--- config.mk ---
export PLATFORM = sky130hd
export DESIGN_NAME = fp_mul
export DESIGN_NICKNAME = d
export VERILOG_FILES = /design/src/design/fpu_pkg.sv /design/src/design/fp_mul.sv
export SDC_FILE = /design/constraint.sdc
export NUM_CORES = 2
export LEC_CHECK = 0
export BUFFER_PORTS_ARGS = -buffer_cell sky130_fd_sc_hd__buf_2
export CAP_MARGIN = 10
export CORE_ASPECT_RATIO = 1.25
export CORE_UTILIZATION = 30
export DETAILED_ROUTE_END_ITERATION = 16
export GPL_ROUTABILITY_DRIVEN = 0
export SLEW_MARGIN = 40
export SYNTH_ARGS = -nofsm -noshare
export SYNTH_HDL_FRONTEND = slang
export SYNTH_SLANG_ARGS = --single-unit
--- constraint.sdc ---
create_clock -name vclk -period 19.77
set_input_delay 2.9655 -clock vclk [all_inputs]
set_output_delay 2.9655 -clock vclk [all_outputs]
set_load 0.02 [all_outputs]
--- src/design/fpu_pkg.sv ---
package fpu_pkg;

   // raw single precision and its fields
   typedef logic [31:0] fp32_t;
   typedef logic [7:0]  fp_exp_t;
   typedef logic [22:0] fp_man_t;

   // 2 integer bits, 26 fraction bits
   typedef logic [27:0] rsqrt_fix_t;

   typedef enum logic {
      FPU_MUL  = 1'b0,
      FPU_SQRT = 1'b1
   } fpu_op_e;

   typedef struct packed {
      logic invalid;
      logic overflow;
   } fp_flags_t;

   typedef struct packed {
      fpu_op_e op;
      fp32_t   a;
      fp32_t   b;
   } fpu_req_t;

   typedef struct packed {
      fp32_t     result;
      fp_flags_t flags;
   } fpu_resp_t;

   // in_valid to out_valid, both pipelines
   localparam int FPU_LATENCY = 4;

   // newton chain, split over two stages
   localparam int NEWTON_ITERS     = 6;
   localparam int NEWTON_PER_STAGE = NEWTON_ITERS / 2;

   // initial estimate of the chain
   localparam rsqrt_fix_t RSQRT_ONE = 28'h400_0000;

   localparam fp32_t FP_QNAN_INVALID = 32'hffc0_0000;

endpackage

--- src/design/fp_mul.sv ---
`timescale 1ns/1ns

module fp_mul (
   input  fpu_pkg::fp32_t     a,
   input  fpu_pkg::fp32_t     b,
   output fpu_pkg::fpu_resp_t resp
);
   import fpu_pkg::*;

   fp_exp_t            ea;
   fp_exp_t            eb;
   fp_exp_t            ea_eff;
   fp_exp_t            eb_eff;
   logic [23:0]        sig_a;
   logic [23:0]        sig_b;
   logic [47:0]        prod;
   logic [5:0]         lz;
   logic [47:0]        norm;
   logic signed [10:0] be;
   logic [5:0]         sh;
   logic [47:0]        lost_mask;
   logic [47:0]        shifted;
   logic               grd;
   logic               rbit;
   logic               stk;
   logic               up;
   logic [24:0]        rnd;
   logic [9:0]         exp_out;
   logic               sy;
   logic               a_nan;
   logic               b_nan;
   logic               a_inf;
   logic               b_inf;
   logic               a_zero;
   logic               b_zero;

   function automatic logic [5:0] lzc48(input logic [47:0] v);
      logic [5:0] n;
      n = 6'd48;
      for (int i = 0; i < 48; i++) begin
         if (v[i]) begin
            n = 6'(47 - i);
         end
      end
      return n;
   endfunction

   always_comb begin
      ea     = a[30:23];
      eb     = b[30:23];
      // subnormals carry exponent one and no hidden bit
      ea_eff = (ea == 8'd0) ? 8'd1 : ea;
      eb_eff = (eb == 8'd0) ? 8'd1 : eb;
      sig_a  = {ea != 8'd0, a[22:0]};
      sig_b  = {eb != 8'd0, b[22:0]};
      prod   = 48'(sig_a) * 48'(sig_b);
      lz     = lzc48(prod);
      norm   = prod << lz;
      be     = 11'(ea_eff) + 11'(eb_eff) - 11'd126 - 11'(lz);

      // denormalize when the biased exponent drops below one
      if (be > 11'sd0) begin
         sh = 6'd0;
      end else if (be < -11'sd47) begin
         sh = 6'd48;
      end else begin
         sh = 6'(11'sd1 - be);
      end
      lost_mask = (48'd1 << sh) - 48'd1;
      shifted   = norm >> sh;

      grd  = shifted[23];
      rbit = shifted[22];
      stk  = (|shifted[21:0]) | (|(norm & lost_mask));
      up   = grd && (rbit || stk || shifted[24]);
      rnd  = {1'b0, shifted[47:24]} + 25'(up);

      // rounding carry bumps the exponent, or lifts a subnormal to normal
      exp_out = (be > 11'sd0) ? 10'(be) + 10'(rnd[24]) : 10'(rnd[23]);

      sy     = a[31] ^ b[31];
      a_nan  = (ea == 8'hff) && (a[22:0] != 23'd0);
      b_nan  = (eb == 8'hff) && (b[22:0] != 23'd0);
      a_inf  = (ea == 8'hff) && (a[22:0] == 23'd0);
      b_inf  = (eb == 8'hff) && (b[22:0] == 23'd0);
      a_zero = (a[30:0] == 31'd0);
      b_zero = (b[30:0] == 31'd0);

      resp = '0;
      if (a_nan) begin
         resp.result = {a[31], 8'hff, 1'b1, a[21:0]};
      end else if (b_nan) begin
         resp.result = {b[31], 8'hff, 1'b1, b[21:0]};
      end else if ((a_inf && b_zero) || (a_zero && b_inf)) begin
         resp.result        = FP_QNAN_INVALID;
         resp.flags.invalid = 1'b1;
      end else if (a_inf || b_inf) begin
         resp.result = {sy, 8'hff, 23'd0};
      end else if (a_zero || b_zero) begin
         resp.result = {sy, 31'd0};
      end else if (exp_out >= 10'd255) begin
         resp.result         = {sy, 8'hff, 23'd0};
         resp.flags.overflow = 1'b1;
      end else begin
         resp.result = {sy, exp_out[7:0], rnd[22:0]};
      end
   end

endmodule

==> impl_metrics.csv <==
group,metric,value,unit
outcome,status,"complete, but fails checks",
outcome,violations,"negative setup slack",
timing,setup_viol,4,
critical_path,worstSetupEndpointType,"output port",
critical_path,critPathKind,"input port to output port",
grt,grt_pass1_vias,35988,
timing,worst_slack,-0.0918,ns
floorplan,rows,133,
critical_path,critPathLaunchType,"input port",
timing,min_period,19.86,ns
route,via_per_inst,5.64,
critical_path,cp.depth,64,
layout,nFlopsAndLatches,0,
route,vias,35708,
layout,regArea,0,sq um
yosys,synth_top_area_cell,"fa_1",
timing,hold_viol,0,
grt,grt_first_pass_wirelength,208,mm
critical_path,arrival,16.90,ns
yosys,yosys_warnings,0,
floorplan,die_height,367,microns
critical_path,cpLargestDelayFamily,"simple AND/OR/NAND/NOR gates",
layout,clkbuf_count,0,
cts,cts_hold_buf,0,
layout,drive_gt1_share,28.5,%
critical_path,path_buf_inv,13,
critical_path,required,16.80,ns
min_path,hold-path-cell-count,4,
grt,globalRouteOverflowTotal,0,
yosys,netlist_area,32000,sq um
layout,nNetsFinal,5664,
place,hpwlAfterDp,110,mm
grt,grt_max_degree,66,
timing,slew-limit-headroom,39.6,%
layout,layout_common_cells,"buf_4 (868), inv_1 (575), and2_1 (528)",
yosys,synth_fp_nets,4923,
layout,syn_to_final_growth,33.1,%
floorplan,initial_core_util,30.3,%
layout,antenna_cells,0,
layout,num-fill-cells,10756,
floorplan,fp.dieW,294,microns
route,first_pass_iters,7,
yosys,ys_top_cells_by_area,"fa_1 (30%), and2_1 (10%), ha_1 (7.9%), inv_1 (6.8%), nand2_1 (3.4%)",
yosys,synth_top_area_share,30.3,%
critical_path,worst_path_most_repeated_cell,"buf_4",
route,drtIter0Drc,3947,
critical_path,slowest_stage,"fa_2",
route,ant_nets,0,
timing,worst_pin_slew,0.901,ns
timing,timing.hold.ws,6.33,ns
timing,grt_setup_unrepaired,"yes",
grt,antenna_found_initial,3,
floorplan,die_area,108000,sq um
timing,min_period_over_period,100,%
route,post_drt_wl_per_cell,21.4,microns
critical_path,crit_fanout,8,
yosys,syn_avg_cell_area,7.66,sq um
floorplan,coreArea,106000,sq um
place,numPortBuffers,98,
route,routed_wl,136,mm
grt,grt_use_total,24.4,%
timing,timing.fmax,50.3,MHz
route,drc_errors,0,
critical_path,critPathMaxStageDelay,0.59,ns
yosys,syn_inst,4174,
timing,final-max-slew-violation-count,0,
min_path,hold_path.class,"input port to output port",
run,max_cap_violations,0,
yosys,seq_area_frac_synth,0,%
yosys,yosysUniqueCellTypes,117,
floorplan,io_pins,98,
layout,layout_commonest_cell,"buf_4",
==> synthesized netlist by cell type, types with 52 or more instances <==
cell	instances
a211oi_1	75
a21oi_1	167
a22oi_1	53
and2_1	534
clkbuf_1	214
fa_1	484
ha_1	201
inv_1	582
mux2i_1	52
nand2_1	293
nand3_1	98
nor2_1	229
nor3_1	110
o211ai_1	58
o21ai_0	159
==> path summary, 6_finish.rpt <==
check,from,endpoint
min,b[31],resp[33]
max,b[26],resp[2]
==> through the flow <==
stage               instances  setup WS (ns)  utilization (%)  instance area, sq um  setup TNS, ns
finish                   6330        -0.0918             40.4                 42600         -0.187
floorplan                4174        0.00100                -                 32500              0
global route             6330         -0.530             40.4                 42600          -7.69
global placement         6218         -0.956             37.6                 39600         -20.48
CTS                      6274        -0.0164             38.7                 40900        -0.0164
detailed placement       6218         -0.927             37.6                 39600         -19.00
==> per-layer routing <==
metal	wire, microns	global-route usage (%)
met2	63900	41.2
met3	12000	4.64
met1	50700	29.4
met5	0	0
met4	9080	11.9
==> area by class of cell <==
cell class | instances | area, sq um | area share, %
inverters | 586 | 2200 | 5.18
well taps | 1417 | 1770 | 4.16
multi-input cells | 3319 | 30800 | 72.2
repair buffers | 1008 | 7850 | 18.4
==> timing repair <==
| action | CTS | global route |
|---|---|---|
| gates cloned | 3 | 2 |
| gates resized for setup | 167 | 285 |
| pin swaps | 82 | 110 |
| buffers inserted | 54 | 57 |
| endpoints found under the setup margin | 32 | 32 |
==> cells by family after synthesis <==
kind of cell / after synthesis / synth area share [%]
adder cells (fa/ha/maj): 686 / 38.2
multiplexers: 62 / 2.14
XOR/XNOR: 71 / 1.97
buffers and inverters: 857 / 10.5
AND/OR/NAND/NOR: 1515 / 25.4
AO/OA/AOI/OAI: 983 / 21.9
Power is not shown: default switching activity piles up to over one toggle a cycle in this logic, so the estimate is an artifact.
